[src/design/line_pkg.sv]
package line_pkg;

    // default table geometry
    localparam int DEF_LINES   = 4;
    localparam int DEF_INDEX_W = 4;

    typedef enum logic [1:0] {
        op_lookup    = 2'd0,
        op_write     = 2'd1,
        op_alloc     = 2'd2,
        op_fill_done = 2'd3
    } op_e;

    typedef enum logic [1:0] {
        st_invalid = 2'd0,
        st_filling = 2'd1,
        st_clean   = 2'd2,
        st_dirty   = 2'd3
    } line_state_e;

    typedef enum logic [1:0] {
        resp_miss = 2'd0,
        resp_hit  = 2'd1,
        resp_done = 2'd2,
        resp_busy = 2'd3
    } resp_e;

endpackage
[src/design/result_if.sv]
`timescale 1ns/1ps

interface result_if #(
    parameter int lines   = line_pkg::DEF_LINES,
    parameter int index_w = line_pkg::DEF_INDEX_W
) ();
    import line_pkg::*;

    localparam int tag_w = $clog2(lines);

    logic               valid;
    resp_e              code;
    logic [tag_w-1:0]   tag;
    line_state_e        status;
    logic [index_w-1:0] index;
    // only set by an alloc that evicts a dirty line
    logic               victim_dirty;

    modport source (output valid, output code, output tag, output status,
                    output index, output victim_dirty);
    modport sink (input valid, input code, input tag, input status,
                  input index, input victim_dirty);

endinterface

[src/design/op_if.sv]
`timescale 1ns/1ps

interface op_if #(
    parameter int lines   = line_pkg::DEF_LINES,
    parameter int index_w = line_pkg::DEF_INDEX_W
) ();
    import line_pkg::*;

    localparam int tag_w = $clog2(lines);

    logic               valid;
    op_e                op;
    logic [index_w-1:0] index;
    logic [tag_w-1:0]   tag;

    modport source (output valid, output op, output index, output tag);
    modport sink (input valid, input op, input index, input tag);

endinterface

[src/design/line_tracker_top.sv]
`timescale 1ns/1ps

module line_tracker_top #(
    parameter int lines   = line_pkg::DEF_LINES,
    parameter int index_w = line_pkg::DEF_INDEX_W
) (
    input  logic                         clk,
    input  logic                         rst_n,
    input  logic                         req,
    input  line_pkg::op_e                req_op,
    input  logic [index_w-1:0]           req_index,
    input  logic [$clog2(lines)-1:0]     req_tag,
    output logic                         ack,
    output line_pkg::resp_e              resp_code,
    output logic [$clog2(lines)-1:0]     resp_tag,
    output line_pkg::line_state_e        resp_status,
    output logic [index_w-1:0]           resp_index,
    output logic                         writeback
);
    localparam int tag_w = $clog2(lines);

    logic             touch;
    logic [tag_w-1:0] touch_tag;
    logic             touch_alloc;
    logic [tag_w-1:0] victim_tag;

    op_if #(.lines(lines), .index_w(index_w)) op_bus ();
    result_if #(.lines(lines), .index_w(index_w)) res_bus ();

    req_port #(.lines(lines), .index_w(index_w)) i_req_port (
        .clk       (clk),
        .rst_n     (rst_n),
        .req       (req),
        .ack       (ack),
        .req_op    (req_op),
        .req_index (req_index),
        .req_tag   (req_tag),
        .op        (op_bus.source)
    );

    tag_store #(.lines(lines), .index_w(index_w)) i_tag_store (
        .clk         (clk),
        .rst_n       (rst_n),
        .op          (op_bus.sink),
        .res         (res_bus.source),
        .victim_tag  (victim_tag),
        .touch       (touch),
        .touch_tag   (touch_tag),
        .touch_alloc (touch_alloc)
    );

    lru_list #(.lines(lines), .index_w(index_w)) i_lru_list (
        .clk         (clk),
        .rst_n       (rst_n),
        .touch       (touch),
        .touch_tag   (touch_tag),
        .touch_alloc (touch_alloc),
        .victim_tag  (victim_tag)
    );

    resp_stage #(.lines(lines), .index_w(index_w)) i_resp_stage (
        .clk         (clk),
        .rst_n       (rst_n),
        .res         (res_bus.sink),
        .resp_code   (resp_code),
        .resp_tag    (resp_tag),
        .resp_status (resp_status),
        .resp_index  (resp_index),
        .writeback   (writeback)
    );

endmodule

[src/design/resp_stage.sv]
`timescale 1ns/1ps

module resp_stage #(
    parameter int lines   = line_pkg::DEF_LINES,
    parameter int index_w = line_pkg::DEF_INDEX_W
) (
    input  logic                     clk,
    input  logic                     rst_n,
    result_if.sink                   res,
    output line_pkg::resp_e          resp_code,
    output logic [$clog2(lines)-1:0] resp_tag,
    output line_pkg::line_state_e    resp_status,
    output logic [index_w-1:0]       resp_index,
    output logic                     writeback
);
    import line_pkg::*;

    logic no_data;

    // miss and busy carry no line information
    assign no_data = (res.code == resp_miss) || (res.code == resp_busy);

    always_ff @(posedge clk or negedge rst_n) begin
        if (!rst_n) begin
            resp_code   <= resp_miss;
            resp_tag    <= '0;
            resp_status <= st_invalid;
            resp_index  <= '0;
            writeback   <= 1'b0;
        end else if (res.valid) begin
            resp_code   <= res.code;
            resp_tag    <= no_data ? '0 : res.tag;
            resp_status <= no_data ? st_invalid : res.status;
            resp_index  <= no_data ? '0 : res.index;
            writeback   <= res.victim_dirty && (res.code == resp_done);
        end
    end

endmodule

[src/design/lru_list.sv]
`timescale 1ns/1ps

module lru_list #(
    parameter int lines   = line_pkg::DEF_LINES,
    parameter int index_w = line_pkg::DEF_INDEX_W
) (
    input  logic                     clk,
    input  logic                     rst_n,
    input  logic                     touch,
    input  logic [$clog2(lines)-1:0] touch_tag,
    input  logic                     touch_alloc,
    output logic [$clog2(lines)-1:0] victim_tag
);
    localparam int tag_w = $clog2(lines);

    logic [tag_w-1:0] prv [lines];
    logic [tag_w-1:0] nxt [lines];
    logic [tag_w-1:0] head;
    logic [tag_w-1:0] tail;
    logic [tag_w:0]   len;
    // lines never claimed, handed out from the top down
    logic [tag_w:0]   unused;
    logic             t_is_head;
    logic             t_is_tail;

    assign t_is_head  = (touch_tag == head);
    assign t_is_tail  = (touch_tag == tail);
    assign victim_tag = (unused != '0) ? tag_w'(unused - 1'b1) : tail;

    always_ff @(posedge clk or negedge rst_n) begin
        if (!rst_n) begin
            for (int i = 0; i < lines; i++) begin
                prv[i] <= '0;
                nxt[i] <= '0;
            end
            head   <= '0;
            tail   <= '0;
            len    <= '0;
            unused <= (tag_w + 1)'(lines);
        end else if (touch && touch_alloc) begin
            // new line goes straight to the head
            nxt[touch_tag] <= head;
            if (len != '0) begin
                prv[head] <= touch_tag;
            end else begin
                tail <= touch_tag;
            end
            head   <= touch_tag;
            len    <= len + 1'b1;
            unused <= unused - 1'b1;
        end else if (touch && !t_is_head) begin
            // unlink, then reinsert at head
            nxt[prv[touch_tag]] <= nxt[touch_tag];
            if (t_is_tail) begin
                tail <= prv[touch_tag];
            end else begin
                prv[nxt[touch_tag]] <= prv[touch_tag];
            end
            nxt[touch_tag] <= head;
            prv[head]      <= touch_tag;
            head           <= touch_tag;
        end
    end

endmodule

[src/design/tag_store.sv]
`timescale 1ns/1ps

module tag_store #(
    parameter int lines   = line_pkg::DEF_LINES,
    parameter int index_w = line_pkg::DEF_INDEX_W
) (
    input  logic                     clk,
    input  logic                     rst_n,
    op_if.sink                       op,
    result_if.source                 res,
    input  logic [$clog2(lines)-1:0] victim_tag,
    output logic                     touch,
    output logic [$clog2(lines)-1:0] touch_tag,
    output logic                     touch_alloc
);
    import line_pkg::*;

    localparam int tag_w = $clog2(lines);

    line_state_e        line_st  [lines];
    logic [index_w-1:0] line_idx [lines];
    logic               hit;
    logic [tag_w-1:0]   hit_tag;
    logic               touch_req;
    logic               upd;
    logic [tag_w-1:0]   upd_tag;
    line_state_e        upd_state;
    logic [index_w-1:0] upd_index;

    // hit search over every valid line
    always_comb begin
        hit     = 1'b0;
        hit_tag = '0;
        for (int i = 0; i < lines; i++) begin
            if (line_st[i] != st_invalid && line_idx[i] == op.index) begin
                hit     = 1'b1;
                hit_tag = tag_w'(i);
            end
        end
    end

    always_comb begin
        res.code         = resp_miss;
        res.tag          = '0;
        res.status       = st_invalid;
        res.index        = '0;
        res.victim_dirty = 1'b0;
        touch_req        = 1'b0;
        touch_tag        = '0;
        touch_alloc      = 1'b0;
        upd              = 1'b0;
        upd_tag          = '0;
        upd_state        = st_invalid;
        upd_index        = '0;
        if (hit && (op.op == op_lookup || op.op == op_alloc)) begin
            res.code   = resp_hit;
            res.tag    = hit_tag;
            res.status = line_st[hit_tag];
            res.index  = line_idx[hit_tag];
            touch_req  = 1'b1;
            touch_tag  = hit_tag;
        end else begin
            case (op.op)
                op_write: begin
                    if (hit && line_st[hit_tag] == st_filling) begin
                        res.code = resp_busy;
                    end else if (hit) begin
                        res.code   = resp_done;
                        res.tag    = hit_tag;
                        res.status = st_dirty;
                        res.index  = line_idx[hit_tag];
                        touch_req  = 1'b1;
                        touch_tag  = hit_tag;
                        upd        = 1'b1;
                        upd_tag    = hit_tag;
                        upd_state  = st_dirty;
                        upd_index  = line_idx[hit_tag];
                    end
                end
                op_alloc: begin
                    if (line_st[victim_tag] == st_filling) begin
                        res.code = resp_busy;
                    end else begin
                        // report what the victim held before the claim
                        res.code         = resp_done;
                        res.tag          = victim_tag;
                        res.status       = line_st[victim_tag];
                        res.index        = line_idx[victim_tag];
                        res.victim_dirty = (line_st[victim_tag] == st_dirty);
                        touch_req        = 1'b1;
                        touch_tag        = victim_tag;
                        touch_alloc      = (line_st[victim_tag] == st_invalid);
                        upd              = 1'b1;
                        upd_tag          = victim_tag;
                        upd_state        = st_filling;
                        upd_index        = op.index;
                    end
                end
                op_fill_done: begin
                    if (line_st[op.tag] == st_filling) begin
                        res.code   = resp_done;
                        res.tag    = op.tag;
                        res.status = st_clean;
                        res.index  = line_idx[op.tag];
                        upd        = 1'b1;
                        upd_tag    = op.tag;
                        upd_state  = st_clean;
                        upd_index  = line_idx[op.tag];
                    end
                end
                default: begin
                    res.code = resp_miss;
                end
            endcase
        end
    end

    assign res.valid = op.valid;
    assign touch     = op.valid && touch_req;

    always_ff @(posedge clk or negedge rst_n) begin
        if (!rst_n) begin
            for (int i = 0; i < lines; i++) begin
                line_st[i]  <= st_invalid;
                line_idx[i] <= '0;
            end
        end else if (op.valid && upd) begin
            line_st[upd_tag]  <= upd_state;
            line_idx[upd_tag] <= upd_index;
        end
    end

endmodule

[src/design/req_port.sv]
`timescale 1ns/1ps

module req_port #(
    parameter int lines   = line_pkg::DEF_LINES,
    parameter int index_w = line_pkg::DEF_INDEX_W
) (
    input  logic                     clk,
    input  logic                     rst_n,
    input  logic                     req,
    output logic                     ack,
    input  line_pkg::op_e            req_op,
    input  logic [index_w-1:0]       req_index,
    input  logic [$clog2(lines)-1:0] req_tag,
    op_if.source                     op
);
    import line_pkg::*;

    localparam int tag_w = $clog2(lines);

    typedef enum logic [1:0] {idle, issue, hold} state_e;

    state_e             state;
    op_e                op_q;
    logic [index_w-1:0] index_q;
    logic [tag_w-1:0]   tag_q;

    always_ff @(posedge clk or negedge rst_n) begin
        if (!rst_n) begin
            state <= idle;
        end else begin
            case (state)
                idle:    if (req) state <= issue;
                issue:   state <= hold;
                hold:    if (!req) state <= idle;
                default: state <= idle;
            endcase
        end
    end

    // operands are stable while req is high, one capture is enough
    always_ff @(posedge clk) begin
        if (state == idle && req) begin
            op_q    <= req_op;
            index_q <= req_index;
            tag_q   <= req_tag;
        end
    end

    assign op.valid = (state == issue);
    assign op.op    = op_q;
    assign op.index = index_q;
    assign op.tag   = tag_q;
    assign ack      = (state == hold);

endmodule

[config.mk]
export PLATFORM = sky130hd
export DESIGN_NAME = line_tracker_top
export DESIGN_NICKNAME = d
export VERILOG_FILES = /design/src/design/line_pkg.sv /design/src/design/result_if.sv /design/src/design/op_if.sv /design/src/design/line_tracker_top.sv /design/src/design/resp_stage.sv /design/src/design/lru_list.sv /design/src/design/tag_store.sv /design/src/design/req_port.sv
export SDC_FILE = /design/constraint.sdc
export NUM_CORES = 1
export LEC_CHECK = 0
export BUFFER_PORTS_ARGS = -buffer_cell sky130_fd_sc_hd__buf_4
export CAP_MARGIN = 20
export CORE_UTILIZATION = 55
export CTS_CLUSTER_DIAMETER = 200
export DETAILED_ROUTE_END_ITERATION = 6
export GPL_TIMING_DRIVEN = 0
export PLACE_DENSITY = 0.75
export SYNTH_ARGS = -nofsm -noshare
export SYNTH_HDL_FRONTEND = slang
export SYNTH_HIERARCHICAL = 1
export SYNTH_SLANG_ARGS = --single-unit
[constraint.sdc]
create_clock -name clk -period 4.4 [get_ports clk]
set_input_delay 0.44 -clock clk [delete_from_list [all_inputs] [get_ports clk]]
set_output_delay 0.44 -clock clk [all_outputs]
set_load 0.01 [all_outputs]
# Yosys cells after proc, flatten, opt, wreduce, memory -nomap -nowiden
# Index checks and enable logic that the tools add are counted.
[word_totals]
out_inout_bits = 12
regBits = 71
mem_bits_ro = 0
mem_bits_rw = 0
latch_bits = 0
n_memories = 0
word_cells = 226
[op_classes]
n_lt_le_gt_ge = 13
div_mod_pow = 0
mul = 0
n_addsub = 2
shifts = 0
n_reduce_logical = 35
n_eq_ne = 21
bitwise = 8
muxes = 118
[ops]
columns = ["cell", "count"]
rows = [
  ["$mux 2", 44],
  ["$mux 8", 8],
  ["$mux 4", 15],
  ["$bwmux 8", 7],
  ["$pmux 2 s3", 5],
  ["$bmux 4 s2", 3],
  ["$ge 3x3->1 const B", 8],
  ["$not 2->3", 8],
  ["$pmux 4 s3", 2],
  ["$bmux 2 s2", 5],
  ["$demux 2 s2", 5],
  ["$mux 1", 19],
  ["$logic_and 1x1->1", 17],
  ["$bwmux 16", 1],
  ["$eq 4x4->1", 4],
  ["$lt 3x1->1 const B", 5],
  ["$eq 2x2->1 const B", 6],
  ["$reduce_bool 2->1", 6],
  ["$eq 2x1->1 const B", 5],
  ["$demux 4 s2", 1],
  ["$logic_not 2->1", 4],
  ["$ne 2x2->1 const B", 4],
  ["$reduce_bool 3->1", 2],
  ["$eq 2x2->1", 2],
  ["other kinds (9)", 11],
]

# Logic depth before layout (Yosys ltp)
[logic_depth]
depth_word = 30
ltp_mapped = 18

# Cells and area by module
# The synthesis kept the hierarchy.
[modules_own_cells]
columns = ["module", "seq_area_each_um2", "n_inst", "area_each_um2", "cells_per_inst"]
rows = [
  ["tag_store", 600.6, 1, 2308.5, 241],
  ["lru_list", 651.9, 1, 1786.7, 181],
  ["resp_stage", 275.3, 1, 481.7, 44],
  ["req_port", 290.3, 1, 326.6, 15],
]

# Worst setup path before layout
# OpenSTA, ideal clock, no wires.
[synth_path]
path_type = "register -> register"
from = "register i_lru_list.unused[0]"
to = "register i_lru_list/nxt[2] (netlist bit)"
arrival_ns = 4.130
path_buffers = 4
setup_slack_ns = 0.145
required_time_ns = 4.275
path_stages_with_launch = 19
path_cell_list = "dfrtp_1 > inv_1 > ha_1 > nand2b_1 > nor2_1 > a21oi_1 > buf_2 > mux4_2 > nor2b_2 > nor2_1 > clkbuf_1 > a31oi_1 > o22ai_1 > buf_6 > mux4_1 > buf_2 > nor3b_1 > o21ai_0 > mux2_2"
[synth_via]
elab_chain_len = 23
word_cells_on_any_way = 47
classes_between = "1 x add/sub; 4 x order compare; 2 x eq/ne; 28 x mux; 3 x bitwise; 9 x reduce/logical"
[synth_lines]
columns = ["item", "line", "source"]
rows = [
  ["from (decl)", "lru_list.sv:22", "logic [tag_w:0] unused;"],
  ["from (signal assigned)", "lru_list.sv:39", "unused <= (tag_w + 1)'(lines);"],
  ["from (signal assigned)", "lru_list.sv:50", "unused <= unused - 1'b1;"],
  ["$sub 3x1->3 / $reduce_bool 3->1 (equally long branches)", "lru_list.sv:28", "assign victim_tag = (unused != '0) ? tag_w'(unused - 1'b1) : tail;"],
  ["$mux 2 (*)", "lru_list.sv:28", ""],
  ["net victim_tag[0]", "line_tracker_top.sv:25", "logic [tag_w-1:0] victim_tag;"],
  ["$not 2->3 (not written as such)", "tag_store.sv:81", "if (line_st[victim_tag] == st_filling) begin"],
  ["$bmux 2 s2", "tag_store.sv:81", ""],
  ["$mux 2 (not written as such) (2 in series)", "tag_store.sv:81", ""],
  ["$eq 2x1->1", "tag_store.sv:81", ""],
  ["$mux 2 (*)", "tag_store.sv:81", ""],
  ["[... 2 more ...]", "-", ""],
  ["net touch_tag[0]", "line_tracker_top.sv:23", "logic [tag_w-1:0] touch_tag;"],
  ["[... 5 more ...]", "-", ""],
  ["$ge 3x3->1 (not written as such) / $lt 3x1->1 (equally long branches)", "lru_list.sv:53", "nxt[prv[touch_tag]] <= nxt[touch_tag];"],
  ["$logic_and 1x1->1 (not written as such)", "lru_list.sv:53", ""],
  ["$mux 2 (not written as such)", "lru_list.sv:53", ""],
  ["$demux 2 s2", "lru_list.sv:53", ""],
  ["$bwmux 8", "lru_list.sv:53", ""],
  ["$bwmux 8", "lru_list.sv:59", "nxt[touch_tag] <= head;"],
  ["$mux 8", "lru_list.sv:51", "end else if (touch && !t_is_head) begin"],
  ["$mux 8", "lru_list.sv:40", "end else if (touch && touch_alloc) begin"],
  ["to (signal, indexed assignment)", "lru_list.sv:53", ""],
  ["to (decl)", "lru_list.sv:17", "logic [tag_w-1:0] nxt [lines];"],
]
# Mark *: on every way through the listed nets, which the timed path passes. The rest lies on a longest branch. The select of a mux whose other input is x is not followed.
# A chain may end at the register's enable or synchronous reset.

# Worst setup path in the final report
[layout_path]
from = "register i_req_port.index_q[3], in the netlist i_req_port/op.index[3]"
to = "register i_lru_list/prv[5] (netlist bit)"
[layout_via]
elab_chain_len = 30
word_cells_on_any_way = 62
classes_between = "2 x order compare; 8 x eq/ne; 36 x mux; 3 x bitwise; 13 x reduce/logical"
[layout_lines]
columns = ["item", "line", "source"]
rows = [
  ["from (decl)", "req_port.sv:24", "logic [index_w-1:0] index_q;"],
  ["from (signal assigned)", "req_port.sv:44", "index_q <= req_index;"],
  ["$eq 4x4->1", "tag_store.sv:35", "if (line_st[i] != st_invalid && line_idx[i] == op.index) begin"],
  ["$logic_and 1x1->1", "tag_store.sv:35", ""],
  ["$mux 1", "tag_store.sv:35", ""],
  ["$mux 2 (2 in series)", "tag_store.sv:35", ""],
  ["$not 2->3 (not written as such)", "tag_store.sv:65", "if (hit && line_st[hit_tag] == st_filling) begin"],
  ["$bmux 2 s2", "tag_store.sv:65", ""],
  ["$mux 2 (not written as such) (2 in series)", "tag_store.sv:65", ""],
  ["$eq 2x1->1", "tag_store.sv:65", ""],
  ["[... 4 more ...]", "-", ""],
  ["net touch_tag[0]", "line_tracker_top.sv:23", ""],
  ["[... 8 more ...]", "-", ""],
  ["$demux 2 s2", "lru_list.sv:57", "prv[nxt[touch_tag]] <= prv[touch_tag];"],
  ["$bwmux 8", "lru_list.sv:57", ""],
  ["$mux 8", "lru_list.sv:54", "if (t_is_tail) begin"],
  ["$mux 8", "lru_list.sv:51", ""],
  ["$mux 8", "lru_list.sv:40", ""],
  ["$bwmux 8", "lru_list.sv:60", "prv[head] <= touch_tag;"],
  ["$mux 8", "lru_list.sv:51", ""],
  ["$mux 8", "lru_list.sv:40", ""],
  ["to (signal, indexed assignment)", "lru_list.sv:44", "prv[head] <= touch_tag;"],
  ["to (signal, indexed assignment)", "lru_list.sv:57", ""],
  ["to (signal, indexed assignment)", "lru_list.sv:60", ""],
  ["to (decl)", "lru_list.sv:16", "logic [tag_w-1:0] prv [lines];"],
]
# Marks and branches as above.

==> results.md <==
- Post-synth ARST share: ~90%
- Register area share after synthesis: 37.08%
- Pin count of the biggest net entering global routing: 64
- Power Internal: 1.773 mW
- Crit path capture type: register
- Final slew viol count: 0
- Vias in the first global route: 3717
- IR drop worst, VDD: between 200 and 300 uV
- Max FO, Critical Path: 10
- Routed len/inst: about 19 um
- Switching pwr: around 1.2 mW
- Combinational share of power: between 50% and 60%
- Worst EP required: around 4.6 ns
- EDFF count, synth: 8
- Std-Cell Rows: 34
- Starting Density: a little under three fifths
- CTS buffer count: 9
- Gr ovfl total: 0
- CTS HTree Levels: 3
- Post-DR vias/cell: around 6.3
- Clock Skews: approximately 0.014 ns
- Chip Width: just under 100 um
- WP data arrival: about 4.5 ns
- CTS Buffer Depth: 2
- Tightest Pin Transition: approximately 0.78 ns
- Final core utilization: between 60% and 70%
- Synthesized area: roughly 4900 um^2
- Io pins: 23
- Max-slew headroom: ~48%
- Root Buffer: clkbuf_8
- IO Port Bufs: 22
- Initial drt markers: approximately 400
- Antenna violations before repair: 0
- Post-synthesis area per instance: approximately 10 um^2
- Ratio of cells with drive above 1 in the final layout: 27.79%
- Number of routed nets with antenna violations: 0
- Final wirelength: about 12000 um
- Syn-to-layout area delta: 13.60%
- Startpoint types: register
- Setup CP Type: register to register
- Sequential power share: between 30% and 40%
- Core area: 8678 um^2
- Period minus WS final: around 4.3 ns
- Status: complete, no violations
- Final setup violation count: 0
- Final worst path period share: 96.66%
- Cells after Synth: 481
- Sw frac: 40.75%
- Hold Vio Cnt, Final: 0
- Commonest non-fill, non-tap cell in the layout: dfrtp_1
- TritonCTS clock tree: done
- Flop and latch count out of synthesis: a little over 70
- Synth warn: 6
- Hold crit path type: primary input to asynchronous set/reset pin
- Total GRT Usage: a little over a quarter
- Final instance area: ~5600 um^2
- Max Cap Viol: 0
- Total number of vias: about 4k
- Static leakage: 2.347 nW
- Number of clock sinks: 71
- P per Cell Area: approximately 540 nW/um^2
- Post-DP Area: 5204 um^2
- Most frequent cells in the layout: dfrtp_1, nand2_1, mux2_2, buf_4, nor2_1
- Clock latency at the later pin of the worst-skew pair: 0.36 ns
- Clock share of power: around a fifth
- Post-synthesis cell type count: 69
- Die ar.: 9297 um^2
- Drt pass-1 iters: 6
- Die Y: 96.42 um
- First-pass GRT wire length: around 19000 um
- Achievable frequency: 0.2351 GHz
- Ant diodes: 0
- Synthesized Nets: 502
- Post-route DRC: 0
- Synth Flop Type: dfrtp_1
- Clk slew on worst S/H paths: around 0.090 ns
- Hold slack: about 0.16 ns
- Routability cong.: 0.9017
- DP HPWL: about 8500 um
- Nets: 545
[final timing paths]
path	startpoint	endpoint	slack, ns	cells after the start
min in group clk	req_op[0]	i_req_port/op.op[0]$_DFFE_PP_	0.26	1
hold reg to reg	i_req_port/state[1]$_DFFE_PN0P_	i_req_port/state[0]$_DFFE_PN0P_	0.49	1
max in group asynchronous	rst_n	i_req_port/state[1]$_DFFE_PN0P_	3.73	1
hold / removal	rst_n	i_tag_store/line_idx[6]$_DFFE_PN0P_	0.16	1
setup / recovery	i_req_port/op.index[3]$_DFFE_PP_	i_lru_list/prv[5]$_DFFE_PN0P_	0.15	15
setup reg to reg	i_req_port/op.index[3]$_DFFE_PP_	i_lru_list/prv[5]$_DFFE_PN0P_	0.15	15
[power groups by stage]
| stage | sequential [mW] | combinational [mW] | clock (mW) |
|---|---|---|---|
| after global placement | 0.912 | 1.32 | 0 |
| after floorplan | 0.887 | 1.05 | 0 |
| after global routing | 0.928 | 1.62 | 0.613 |
| after CTS | 0.908 | 1.39 | 0.581 |
| after detailed placement | 0.919 | 1.35 | 0 |
| final | 0.914 | 1.51 | 0.569 |
[area by class of cell]
type / count / area [um^2]
Buffer: 31 / 207.7
Clock buffer: 11 / 151.4
Clock inverter: 5 / 63.81
Fill cell: 718 / 3108
Inverter: 27 / 101.3
Multi-Input combinational cell: 351 / 2848
Sequential cell: 71 / 1818
Tap cell: 108 / 135.1
Timing Repair Buffer: 33 / 245.2
[cell families after synthesis]
logic type | count (synthesis) | synth area share [%]
AND/OR/NAND/NOR | 131 | 14.09
XOR/XNOR | 26 | 4.644
buffers and inverters | 59 | 5.869
adder cells (fa/ha/maj) | 10 | 2.552
AO/OA/AOI/OAI | 128 | 19.42
multiplexers | 56 | 16.36
flip-flops | 71 | 37.08
[critical path, stage by stage (launching register included)]
cell and delay (ns):
edfxtp_1 0.36, buf_2 0.17, xnor2_1 0.13, o21ai_1 0.33
or2_1 0.23, buf_2 0.23, a31o_2 0.21, clkbuf_1 0.41
a31oi_1 0.20, o22ai_2 0.18, buf_6 0.16, mux4_2 0.50
buf_6 0.16, a211o_1 0.31, or2_0 0.23, a311o_1 0.32
[synthesized netlist by cell type, drive strengths merged, types with 2 or more instances]
library cell / n / share of area, %
o2111ai: 3 / 1.3
o31a: 5 / 0.89
nor3b: 4 / 0.61
a311o: 5 / 1.0
a32o: 5 / 1.0
a31oi: 8 / 1.0
nor2: 30 / 2.3
nand3b: 12 / 1.8
o22a: 4 / 0.71
a211oi: 2 / 0.51
dfrtp: 62 / 32
xnor2: 17 / 3.0
nand3: 7 / 0.71
mux2: 41 / 9.6
a21o: 4 / 0.61
o2bb2ai: 2 / 0.36
or2: 4 / 0.51
nand2: 39 / 3.0
xor2: 9 / 1.6
nand2b: 6 / 0.77
nor3: 5 / 0.51
buf: 20 / 2.9
o22ai: 13 / 1.9
nor2b: 5 / 0.69
a21oi: 20 / 2.0
o31ai: 2 / 0.31
ha: 10 / 2.6
o21a: 3 / 0.48
inv: 27 / 2.1
a22oi: 3 / 0.46
nor4: 7 / 1.5
a21boi: 7 / 1.1
o21ai: 29 / 3.0
and3: 4 / 0.51
mux4: 14 / 6.6
a31o: 3 / 0.54
a311oi: 2 / 0.36
edfxtp: 8 / 4.9
clkbuf: 12 / 0.94
and2: 4 / 0.51
[sequential cells by signal, summed over array words and instances (netlist names), 3 cells and up]
register,flops
i_lru_list/unused,3
i_lru_list/nxt,8
i_lru_list/prv,8
i_lru_list/len,3
i_resp_stage/resp_index,4
i_tag_store/line_idx,16
i_req_port/op.index,4
i_tag_store/line_st,8
[timing repair]
action                                  4_1_cts  5_1_grt
resized for setup                            12       10
hold endpoints to repair                      0        0
pin swaps                                     2        4
endpoints found under the setup margin       18       18
cloned                                        0        0
setup buffers                                 1        9
hold buffers                                  0        0
[metrics by stage]
stage	power [mW]	cells	setup TNS (ns)	worst slack, ns
after floorplan	1.940	481	0	0.1454
after global placement	2.229	611	-6.604	-0.4805
after detailed placement	2.265	611	-7.605	-0.5525
after CTS	2.880	628	0	0.01425
after global routing	3.164	637	-0.1796	-0.03507
final	2.992	637	0	0.1468
[per-layer routing]
metal / track usage (%) / vias up / wire length [um]
li1: - / 1858 / -
met1: 38.21 / 1936 / 5412
met2: 41.02 / 173 / 5602
met3: 5.869 / 22 / 830
met4: 12.25 / 0 / 228
met5: 0 / - / 0
Power figures use the tool's default switching activity.
